<file path="src/verilog/vcu_consts.svh">
// vector control unit constants
`ifndef VCU_CONSTS_SVH
`define VCU_CONSTS_SVH

`define VCU_VLEN       4096 // bits per vector register
`define VCU_PORTS      4    // write-port groups
`define VCU_CLASSES    12   // width of the one-hot class vector

// class vector bit positions
`define VCU_CLS_CFG    11   // vsetvl / vsetvli
`define VCU_CLS_OPIVX  10
`define VCU_CLS_OPIVI  9
`define VCU_CLS_OPIVV  8
`define VCU_CLS_OPMVX  7
`define VCU_CLS_OPMVV  6
`define VCU_CLS_LOAD   5
`define VCU_CLS_ILOAD  4
`define VCU_CLS_STORE  3
`define VCU_CLS_ISTORE 2

// edges a destination stays busy after its issue
`define VCU_DEP_DELAY  11

`endif
</file>
<file path="src/verilog/vcu_pkg.sv">
// vector control unit types
`default_nettype none

package vcu_pkg;

   // one instruction word, read either as arithmetic or as vsetvl
   typedef union packed {
      struct packed {
         logic [5:0] funct6;
         logic       vm;        // 0 means masked
         logic [4:0] vs2;
         logic [4:0] vs1;       // also simm5 / uimm5
         logic [2:0] funct3;
         logic [4:0] vd;
         logic [6:0] opcode;
      } arith;
      struct packed {
         logic [1:0] sel;       // 2'b10 is vsetvl, vtype from rs1
         logic [1:0] rsvd;
         logic       vma;
         logic       vta;
         logic       lmul_hi;
         logic [2:0] sew;
         logic [1:0] lmul_lo;
         logic [4:0] rs1;
         logic [2:0] funct3;
         logic [4:0] rd;
         logic [6:0] opcode;
      } cfg;
   } instr_u;

   // alu opmodes seen by the lanes
   typedef enum logic [5:0] {
      nop_op, add_op, addu_op, sub_op, subu_op,
      and_op, or_op, xor_op,
      sll_op, srl_op, sra_op,
      seq_op, sneq_op, slt_op, sltu_op, sle_op, sleu_op, sgt_op, sgtu_op,
      mul_op, mulh_op, mulhu_op, mul_add_op, mul_sub_op
   } alu_op_e;

   typedef enum logic [2:0] {
      itype_normal    = 3'd0,
      itype_reduction = 3'd1,
      itype_store     = 3'd2,
      itype_istore    = 3'd3,
      itype_load      = 3'd4,
      itype_iload     = 3'd5,
      itype_slide     = 3'd6,
      itype_invalid   = 3'd7
   } inst_type_e;

   typedef struct packed {
      logic [2:0] sew;  // 0:e8 1:e16 2:e32
      logic [2:0] lmul; // 5..7 fractional
      logic       vta;
      logic       vma;
   } vtype_t;

endpackage

`default_nettype wire

</file>
<file path="src/verilog/vcu_issue_if.sv">
// registered instruction bus
`timescale 1ns/1ns
`default_nettype none
`include "vcu_consts.svh"

interface vcu_issue_if (input wire logic clk);

   vcu_pkg::instr_u          instr; // registered instruction word
   logic [`VCU_CLASSES-1:0]  cls;   // registered one-hot class
   logic [31:0]              rs1;   // registered scalar operand
   logic                     valid; // register not empty
   logic                     issue; // instr leaves on a port this cycle

   modport ctrl (input clk, output instr, output cls, output rs1, output valid, output issue);
   modport dp (input clk, input instr, input cls, input rs1, input valid, input issue);

   // a held word carries exactly one class
   cls_onehot: assert property (@(posedge clk)
      valid |-> $onehot(cls));

endinterface

`default_nettype wire

</file>
<file path="src/verilog/vcu_top.sv">
// vector control unit top
`timescale 1ns/1ns
`default_nettype none
`include "vcu_consts.svh"

module vcu_top (
   input  wire logic                    clk,
   input  wire logic                    rstn,
   input  wire logic [`VCU_CLASSES-1:0] instr_vld_i,
   input  wire logic [31:0]             vector_instr_i,
   input  wire logic [31:0]             scalar_rs1_i,
   input  wire logic [`VCU_PORTS-1:0]   port_group_ready_i,
   output logic                         instr_rdy_o,
   output logic [`VCU_PORTS-1:0]        start_o,
   output logic [2:0]                   sew_o,
   output logic [2:0]                   lmul_o,
   output logic [31:0]                  vl_o,
   output logic [2:0]                   inst_type_o,
   output logic [1:0]                   op2_sel_o,
   output logic [5:0]                   alu_opmode_o,
   output logic [31:0]                  alu_x_data_o,
   output logic [4:0]                   alu_imm_o,
   output logic [31:0]                  slide_amount_o,
   output logic                         up_down_slide_o,
   output logic                         reduction_op_o,
   output logic [1:0]                   wdata_width_o,
   output logic                         vector_mask_o
);

   logic hazard; // tracker back to issue control

   vcu_issue_if bus (.clk(clk));

   vcu_issue_ctrl u_issue_ctrl (
      .clk(clk), .rstn(rstn),
      .instr_vld_i(instr_vld_i), .vector_instr_i(vector_instr_i),
      .scalar_rs1_i(scalar_rs1_i), .port_group_ready_i(port_group_ready_i),
      .hazard_i(hazard), .instr_rdy_o(instr_rdy_o), .start_o(start_o),
      .bus(bus.ctrl)
   );

   vcu_config_regs u_config_regs (
      .clk(clk), .rstn(rstn), .bus(bus.dp),
      .sew_o(sew_o), .lmul_o(lmul_o), .vl_o(vl_o)
   );

   vcu_op_decoder u_op_decoder (
      .bus(bus.dp), .sew_i(sew_o),
      .inst_type_o(inst_type_o), .op2_sel_o(op2_sel_o), .alu_opmode_o(alu_opmode_o),
      .slide_amount_o(slide_amount_o), .up_down_slide_o(up_down_slide_o),
      .reduction_op_o(reduction_op_o), .wdata_width_o(wdata_width_o),
      .vector_mask_o(vector_mask_o), .alu_x_data_o(alu_x_data_o), .alu_imm_o(alu_imm_o)
   );

   vcu_hazard_tracker u_hazard_tracker (
      .clk(clk), .rstn(rstn), .bus(bus.dp),
      .start_i(start_o), .hazard_o(hazard)
   );

endmodule

`default_nettype wire

</file>
<file path="src/verilog/vcu_hazard_tracker.sv">
// raw hazard tracker
`timescale 1ns/1ns
`default_nettype none
`include "vcu_consts.svh"

module vcu_hazard_tracker (
   input  wire logic                  clk,
   input  wire logic                  rstn,
   vcu_issue_if.dp                    bus,
   input  wire logic [`VCU_PORTS-1:0] start_i,
   output logic                       hazard_o
);

   localparam int CNT_W = $clog2(`VCU_DEP_DELAY + 1);

   logic [`VCU_PORTS-1:0]            slot_vld;
   logic [`VCU_PORTS-1:0][4:0]       slot_vd;
   logic [`VCU_PORTS-1:0][CNT_W-1:0] slot_cnt;
   logic [`VCU_PORTS-1:0]            load;  // slot taken this edge
   logic [`VCU_PORTS-1:0]            match; // per slot source hit

   assign load = bus.issue ? start_i : '0;

   always_ff @(posedge clk)
   begin
      if (!rstn)
         slot_vld <= '0;
      else
         for (int i = 0; i < `VCU_PORTS; i++)
         begin
            if (load[i])
               slot_vld[i] <= 1'b1;
            else if (slot_vld[i] && slot_cnt[i] == CNT_W'(1))
               slot_vld[i] <= 1'b0; // count reaches zero, port free
         end
   end

   // vd and countdown only matter while the slot is valid
   always_ff @(posedge clk)
   begin
      for (int i = 0; i < `VCU_PORTS; i++)
      begin
         if (load[i])
         begin
            slot_vd[i]  <= bus.instr.arith.vd;
            slot_cnt[i] <= CNT_W'(`VCU_DEP_DELAY);
         end
         else if (slot_vld[i])
            slot_cnt[i] <= slot_cnt[i] - CNT_W'(1);
      end
   end

   always_comb
   begin
      for (int i = 0; i < `VCU_PORTS; i++)
         match[i] = slot_vld[i] && (slot_vd[i] == bus.instr.arith.vs1 ||
                                    slot_vd[i] == bus.instr.arith.vs2);
   end

   assign hazard_o = bus.valid && !bus.cls[`VCU_CLS_CFG] && |match;

   single_load: assert property (@(posedge clk) disable iff (!rstn)
      $onehot0(load));

endmodule

`default_nettype wire

</file>
<file path="src/verilog/vcu_op_decoder.sv">
// lane control decode
`timescale 1ns/1ns
`default_nettype none
`include "vcu_consts.svh"

module vcu_op_decoder (
   vcu_issue_if.dp                bus,
   input  wire logic [2:0]        sew_i,
   output vcu_pkg::inst_type_e    inst_type_o,
   output logic [1:0]             op2_sel_o,
   output vcu_pkg::alu_op_e       alu_opmode_o,
   output logic [31:0]            slide_amount_o,
   output logic                   up_down_slide_o,
   output logic                   reduction_op_o,
   output logic [1:0]             wdata_width_o,
   output logic                   vector_mask_o,
   output logic [31:0]            alu_x_data_o,
   output logic [4:0]             alu_imm_o
);

   logic [5:0] funct6;
   logic       is_opi, is_opm;
   logic       is_slide, is_widen;

   assign funct6 = bus.instr.arith.funct6;
   assign is_opi = |{bus.cls[`VCU_CLS_OPIVX], bus.cls[`VCU_CLS_OPIVI], bus.cls[`VCU_CLS_OPIVV]};
   assign is_opm = bus.cls[`VCU_CLS_OPMVX] || bus.cls[`VCU_CLS_OPMVV];

   assign reduction_op_o = (is_opm && funct6[5:3] == 3'b000) ||
                           (bus.cls[`VCU_CLS_OPIVV] && funct6[5:3] == 3'b110);
   assign is_slide = bus.valid && !bus.cls[`VCU_CLS_CFG] &&
                     (funct6 == 6'b001110 || funct6 == 6'b001111);
   assign is_widen = funct6[5:4] == 2'b11;

   always_comb
   begin
      if (bus.cls[`VCU_CLS_STORE])           inst_type_o = vcu_pkg::itype_store;
      else if (bus.cls[`VCU_CLS_ISTORE])     inst_type_o = vcu_pkg::itype_istore;
      else if (bus.cls[`VCU_CLS_LOAD])       inst_type_o = vcu_pkg::itype_load;
      else if (bus.cls[`VCU_CLS_ILOAD])      inst_type_o = vcu_pkg::itype_iload;
      else if (reduction_op_o)               inst_type_o = vcu_pkg::itype_reduction;
      else if (is_slide)                     inst_type_o = vcu_pkg::itype_slide;
      else if (bus.valid && !bus.cls[`VCU_CLS_CFG])
         inst_type_o = vcu_pkg::itype_normal;
      else
         inst_type_o = vcu_pkg::itype_invalid; // empty slot or config
   end

   // operand 2 source, vv / vx / vi
   assign op2_sel_o = (bus.cls[`VCU_CLS_OPIVV] || bus.cls[`VCU_CLS_OPMVV]) ? 2'd0 :
                      (bus.cls[`VCU_CLS_OPIVX] || bus.cls[`VCU_CLS_OPMVX]) ? 2'd1 :
                      bus.cls[`VCU_CLS_OPIVI]                              ? 2'd2 : 2'd3;

   always_comb
   begin
      alu_opmode_o = vcu_pkg::nop_op; // unlisted funct6
      if (is_opi)
         case (funct6)
            6'b000000, 6'b110000: alu_opmode_o = vcu_pkg::add_op; // vadd, vwredsumu
            6'b000010, 6'b000011: alu_opmode_o = vcu_pkg::sub_op; // vsub, vrsub
            6'b001001: alu_opmode_o = vcu_pkg::and_op;
            6'b001010: alu_opmode_o = vcu_pkg::or_op;
            6'b001011: alu_opmode_o = vcu_pkg::xor_op;
            6'b011000: alu_opmode_o = vcu_pkg::seq_op;   // vmseq
            6'b011001: alu_opmode_o = vcu_pkg::sneq_op;
            6'b011010: alu_opmode_o = vcu_pkg::sltu_op;
            6'b011011: alu_opmode_o = vcu_pkg::slt_op;
            6'b011100: alu_opmode_o = vcu_pkg::sleu_op;
            6'b011101: alu_opmode_o = vcu_pkg::sle_op;
            6'b011110: alu_opmode_o = vcu_pkg::sgtu_op;
            6'b011111: alu_opmode_o = vcu_pkg::sgt_op;
            6'b100000: alu_opmode_o = vcu_pkg::addu_op;  // vsaddu
            6'b100010: alu_opmode_o = vcu_pkg::subu_op;  // vssubu
            6'b100101: alu_opmode_o = vcu_pkg::sll_op;
            6'b100111: alu_opmode_o = vcu_pkg::mul_op;   // vsmul
            6'b101000: alu_opmode_o = vcu_pkg::srl_op;
            6'b101001: alu_opmode_o = vcu_pkg::sra_op;
            default:   alu_opmode_o = vcu_pkg::nop_op;
         endcase
      else if (is_opm)
         case (funct6)
            6'b000000, 6'b110001: alu_opmode_o = vcu_pkg::add_op; // vredsum, vwadd
            6'b000001: alu_opmode_o = vcu_pkg::and_op;   // vredand
            6'b000010: alu_opmode_o = vcu_pkg::or_op;
            6'b000011: alu_opmode_o = vcu_pkg::xor_op;
            6'b001000, 6'b110000: alu_opmode_o = vcu_pkg::addu_op; // vaaddu, vwaddu
            6'b001010, 6'b110010: alu_opmode_o = vcu_pkg::subu_op;
            6'b110011: alu_opmode_o = vcu_pkg::sub_op;   // vwsub
            6'b100100: alu_opmode_o = vcu_pkg::mulhu_op;
            6'b100101: alu_opmode_o = vcu_pkg::mul_op;
            6'b100111: alu_opmode_o = vcu_pkg::mulh_op;
            6'b101001, 6'b101101: alu_opmode_o = vcu_pkg::mul_add_op; // vmadd, vmacc
            6'b101011, 6'b101111: alu_opmode_o = vcu_pkg::mul_sub_op; // vnmsub, vnmsac
            default:   alu_opmode_o = vcu_pkg::nop_op;
         endcase
   end

   // slide offset in bytes
   assign slide_amount_o = bus.cls[`VCU_CLS_OPIVI] ? {27'd0, bus.instr.arith.vs1} << sew_i :
                           bus.cls[`VCU_CLS_OPIVX] ? bus.rs1 << sew_i : 32'd1 << sew_i;
   assign up_down_slide_o = funct6 != 6'b001111; // low for slidedown

   assign wdata_width_o = is_widen ? 2'(sew_i + 3'd2) : 2'(sew_i + 3'd1);

   assign vector_mask_o = ~bus.instr.arith.vm;
   assign alu_x_data_o  = bus.rs1;
   assign alu_imm_o     = bus.instr.arith.vs1;

endmodule

`default_nettype wire

</file>
<file path="src/verilog/vcu_config_regs.sv">
// vtype and vector length state
`timescale 1ns/1ns
`default_nettype none
`include "vcu_consts.svh"

module vcu_config_regs (
   input  wire logic  clk,
   input  wire logic  rstn,
   vcu_issue_if.dp    bus,
   output logic [2:0] sew_o,
   output logic [2:0] lmul_o,
   output logic [31:0] vl_o
);

   vcu_pkg::vtype_t vtype_q, vtype_d;
   logic [31:0]     vl_q, vl_d;
   logic [31:0]     vlmax_base; // elements at lmul 1
   logic [31:0]     vlmax;

   always_comb
   begin
      if (bus.instr.cfg.sel == 2'b10)
      begin
         // vsetvl, vtype packed in rs1 as lmul[2:0] sew[5:3] vta[6] vma[7]
         vtype_d.lmul = bus.rs1[2:0];
         vtype_d.sew  = bus.rs1[5:3];
         vtype_d.vta  = bus.rs1[6];
         vtype_d.vma  = bus.rs1[7];
      end
      else
      begin
         vtype_d.lmul = {bus.instr.cfg.lmul_hi, bus.instr.cfg.lmul_lo};
         vtype_d.sew  = bus.instr.cfg.sew;
         vtype_d.vta  = bus.instr.cfg.vta;
         vtype_d.vma  = bus.instr.cfg.vma;
      end
   end

   // vlmax = vlen/8 / 2^sew, scaled by lmul
   assign vlmax_base = 32'(`VCU_VLEN / 8) >> vtype_d.sew;

   always_comb
   begin
      if (!vtype_d.lmul[2])
         vlmax = vlmax_base << vtype_d.lmul[1:0];               // m1..m8
      else if (vtype_d.lmul != 3'd4)
         vlmax = vlmax_base >> (4'd8 - {1'b0, vtype_d.lmul});   // mf8..mf2
      else
         vlmax = vlmax_base; // reserved lmul, treat as m1
   end

   assign vl_d = (bus.instr.cfg.rs1 != 5'd0) ? bus.rs1 :
                 (bus.instr.cfg.rd != 5'd0)  ? vlmax   : vl_q;

   always_ff @(posedge clk)
   begin
      if (!rstn)
      begin
         vtype_q <= '{sew: 3'd2, lmul: 3'd0, vta: 1'b0, vma: 1'b0}; // e32 m1
         vl_q    <= 32'(`VCU_VLEN / 32);
      end
      else if (bus.valid && bus.cls[`VCU_CLS_CFG])
      begin
         vtype_q <= vtype_d;
         vl_q    <= vl_d;
      end
   end

   assign sew_o  = vtype_q.sew;
   assign lmul_o = vtype_q.lmul;
   assign vl_o   = vl_q;

   // lanes handle e8..e32 only
   sew_supported: assert property (@(posedge clk) disable iff (!rstn)
      sew_o <= 3'd2);

endmodule

`default_nettype wire

</file>
<file path="src/verilog/vcu_issue_ctrl.sv">
// instruction register and issue control
`timescale 1ns/1ns
`default_nettype none
`include "vcu_consts.svh"

module vcu_issue_ctrl (
   input  wire logic                    clk,
   input  wire logic                    rstn,
   input  wire logic [`VCU_CLASSES-1:0] instr_vld_i,
   input  wire logic [31:0]             vector_instr_i,
   input  wire logic [31:0]             scalar_rs1_i,
   input  wire logic [`VCU_PORTS-1:0]   port_group_ready_i,
   input  wire logic                    hazard_i,
   output logic                         instr_rdy_o,
   output logic [`VCU_PORTS-1:0]        start_o,
   vcu_issue_if.ctrl                    bus
);

   logic                   need_port;   // non-config word waiting
   logic                   stall;
   logic [`VCU_PORTS-1:0]  lowest_rdy;  // one-hot, zero if none ready

   // class register, empty after reset
   always_ff @(posedge clk)
   begin
      if (!rstn)
         bus.cls <= '0;
      else if (instr_rdy_o)
         bus.cls <= instr_vld_i; // zero class empties the slot
   end

   // payload follows the class
   always_ff @(posedge clk)
   begin
      if (instr_rdy_o)
      begin
         bus.instr <= vector_instr_i;
         bus.rs1   <= scalar_rs1_i;
      end
   end

   assign bus.valid = |bus.cls;
   assign need_port = bus.valid && !bus.cls[`VCU_CLS_CFG]; // config words never take a port

   // isolate lowest set bit
   assign lowest_rdy = port_group_ready_i & (~port_group_ready_i + `VCU_PORTS'(1));

   assign stall       = need_port && (hazard_i || port_group_ready_i == '0);
   assign instr_rdy_o = !stall; // hold the word while it can't leave

   assign start_o   = (need_port && !hazard_i) ? lowest_rdy : '0;
   assign bus.issue = |start_o;

   start_onehot: assert property (@(posedge clk) disable iff (!rstn)
      $onehot0(start_o));

endmodule

`default_nettype wire

</file>
<file path="config.mk">
export PLATFORM = sky130hd
export DESIGN_NAME = vcu_top
export DESIGN_NICKNAME = d
export VERILOG_FILES = /design/src/verilog/vcu_pkg.sv /design/src/verilog/vcu_issue_if.sv /design/src/verilog/vcu_top.sv /design/src/verilog/vcu_hazard_tracker.sv /design/src/verilog/vcu_op_decoder.sv /design/src/verilog/vcu_config_regs.sv /design/src/verilog/vcu_issue_ctrl.sv
export VERILOG_INCLUDE_DIRS = /design/src /design/src/verilog
export SDC_FILE = /design/constraint.sdc
export NUM_CORES = 1
export LEC_CHECK = 0
export BUFFER_PORTS_ARGS = -buffer_cell sky130_fd_sc_hd__buf_2
export CORE_MARGIN = 5
export CORE_UTILIZATION = 40
export CTS_BUF_LIST = sky130_fd_sc_hd__clkbuf_8
export DETAILED_ROUTE_END_ITERATION = 16
export PLACE_DENSITY = 0.64
export SLEW_MARGIN = 20
export SYNTH_ARGS = -nofsm -noshare
export SYNTH_HDL_FRONTEND = slang
export SYNTH_HIERARCHICAL = 1
export SYNTH_SLANG_ARGS = --single-unit
</file>
<file path="constraint.sdc">
create_clock -name clk -period 5.5 [get_ports clk]
set_input_delay 0.55 -clock clk [delete_from_list [all_inputs] [get_ports clk]]
set_output_delay 0.55 -clock clk [all_outputs]
set_load 0.05 [all_outputs]
</file>
==> key figures <==
Run status
  – Run status: completed

Drt
  – Routed WL: 27.5 mm
  – Via-to-Cell Ratio: 5.69
  – Metal2 WL: 12.6 mm
  – Routed Antenna Nets: 0
  – Pre-antenna DRT Iters: 6
  – Highest routed layer: met4
  – Detailed-route DRC error count: 0
  – DR WL/cell: 19.8 µm
  – Metal-1 WL: 12.3 mm
  – Via count: 7,925
  – Met3 wire len: 1.99 mm
  – Drt first-iter violations: 1,034

Pwr
  – Design Power: 3.17 mW
  – PwrDens: 308 nW/µm²
  – Leakage: 4.20 nW
  – VDD IR max: 0.000133 V

Layout
  – Layout cell share with drive strength beyond 1: 25.6%
  – Post-route insts no fill: 1,393
  – ANT cells: 0
  – Finished Cell Area: 10,300 µm²
  – Final core utilization: 45.4%
  – Area grow syn2layout: 11.6%
  – # fillers: 2,218
  – Nets: 1,193

Clock network
  – Maximum buffer depth of the clock tree: 2
  – H-tree levels: 4
  – CTS buffer count: 17
  – Clk slew on worst S/H paths: 0.09 ns
  – Clock latency on the worst-skew pair: 0.45 ns
  – CTS Hold Bufs: 0
  – CTS Sinks: 144
  – Post-CTS sizing: 0
  – Root Buffer: clkbuf_8
  – Post-CTS Setup Bufs: 0
  – TritonCTS clock tree: done

GRT
  – Largest net degree at the start of global routing: 55
  – First-pass GRT wire length: 42.6 mm
  – Initial antenna violation count: 0
  – GR Util All Layers: 20.5%
  – Vias in the first global route: 7,466
  – GRT overflow: 0

STA
  – Fin Setup TNS: 0 ns
  – Slew @ Worst Pin: 0.913 ns
  – Final worst slack: 1.74 ns
  – Tcrit/Tclk final: 68.4%
  – Tmin final: 3.76 ns
  – Final Slew Violations: 0
  – Final Hold Vio Count: 0
  – Final setup fails: 0
  – Highest Clock Rate: 0.266 GHz
  – Final hold slack: 0.262 ns
  – Unrepaired setup endpoints after global routing: no
  – Slew headroom: 39.1%
  – Clock skew: 0.0145 ns

Synth
  – Synth warnings: 6
  – Post-synthesis cell count: 981
  – Mapped Area: 9240 µm²
  – Post-Syn Nets: 1,079
  – Avg Cell Area, Syn: 9.42 µm²

Floorplanning
  – Rows: 55
  – Die area: 26,300 µm²
  – Initial Util: 40.7%
  – Num ports: 210
  – Die height: 162 µm
  – Die width: 162 µm
  – Core region area: 22,700 µm²

Setup path
  – CP arrival: 3.21 ns
  – WS Path Type: reg2out
  – CP Cell Sequence: nor4_1 > and3_4 > inv_1 > nor2b_1 > o41a_1 > nor2_2 > nor3_4 > inv_2 > buf_2
  – Crit start category: flip-flop
  – Crit. End Element: output port
  – Crit-path slowest cell: dfxtp_1
  – Buf/Inv on CP: 3
  – Largest stage delay, worst path: 0.79 ns
  – Setup slack, reg-to-reg: 1.99 ns
  – WP data required: 4.95 ns
  – Crit-path max FO: 21
  – Top Family by Delay on Critical Path: simple AND/OR/NAND/NOR gates

Placement
  – Placed Area: 9940 µm²
  – Final HPWL DP: 19.8 mm
  – Buffers on Ports: 198
  – Pre-CTS WS: 2.20 ns
  – Placed insts: 1,361
  – GPL Wtd Cong: 0.921

Flow run
  – Number of maximum-capacitance violations: 0

Hold path
  – Worst min path class: in2reg
## worst reg2reg max path, stage by stage (launching register included)
cell	delay [ns]
edfxtp_1	0.33
buf_4	0.30
nor2b_4	0.44
mux2i_1	0.68
ha_1	0.50
inv_1	0.25
nand3_1	0.11
a31oi_1	0.29
a22oi_1	0.14
o21ai_0	0.26
a32o_1	0.16
## layout by cell type, fill, tap and decap left out, types with 8 or more instances in the layout
cell      count
a21boi_0     24
a21oi_1      31
a31oi_1      16
buf_2       198
buf_4        11
clkbuf_8     17
dfxtp_1      68
edfxtp_1     74
ha_1         16
inv_1        28
mux2i_1      40
mux4_2       14
nand2_1     139
nand2b_1     12
nand3_1      52
nand4_1      10
nor2_1       50
nor2b_1       8
nor3_1       18
nor4_1        9
o21ai_0      39
o21ai_1      10
o22ai_1      10
xnor2_1      49
xor2_1        8
## state kept, by name, summed over array words and instances, names as in the netlist
register                   count
u_hazard_tracker/slot_vd      20
u_hazard_tracker/slot_cnt     16
u_hazard_tracker/slot_vld      4
u_config_regs/sew_o            3
u_issue_ctrl/bus.instr        22
u_issue_ctrl/bus.rs1          32
u_config_regs/vl_o            32
u_config_regs/lmul_o           3
u_issue_ctrl/bus.cls          12
## layer usage
layer  vias up  track usage, %
met5         -               0
met4         0            6.42
met3        50            4.06
met2       359            31.8
met1      3761            29.0
li1       3755               -
## area by class of cell
type | count | area (µm²) | share of cell area [%]
multi-input combinational | 692 | 4770 | 46.2
sequential | 144 | 3630 | 35.2
timing repair buffer | 209 | 1070 | 10.4
tap | 285 | 357 | 3.46
clock buffer | 17 | 234 | 2.27
clock inverter | 15 | 135 | 1.31
inverter | 31 | 121 | 1.18
## worst paths after layout
kind | startpoint | end | depth (start not counted)
worst max register to register | u_issue_ctrl/bus.instr[31] | u_config_regs/vl_o[6] | 10
worst max-delay path | u_issue_ctrl/bus.cls[9] | instr_rdy_o | 9
worst min-delay path | scalar_rs1_i[5] | u_issue_ctrl/bus.rs1[5] | 1
worst min register to register | u_config_regs/vl_o[26] | u_config_regs/vl_o[26] | 2
## report_power, final
| part | internal [mW] | total, mW | leakage, nW | switching, mW |
|---|---|---|---|---|
| clock | 0.363 | 0.800 | 0.187 | 0.437 |
| sequential | 1.25 | 1.40 | 1.33 | 0.157 |
| combinational | 0.315 | 0.972 | 2.69 | 0.657 |
Note: power is estimated with default switching activity, not from simulation.
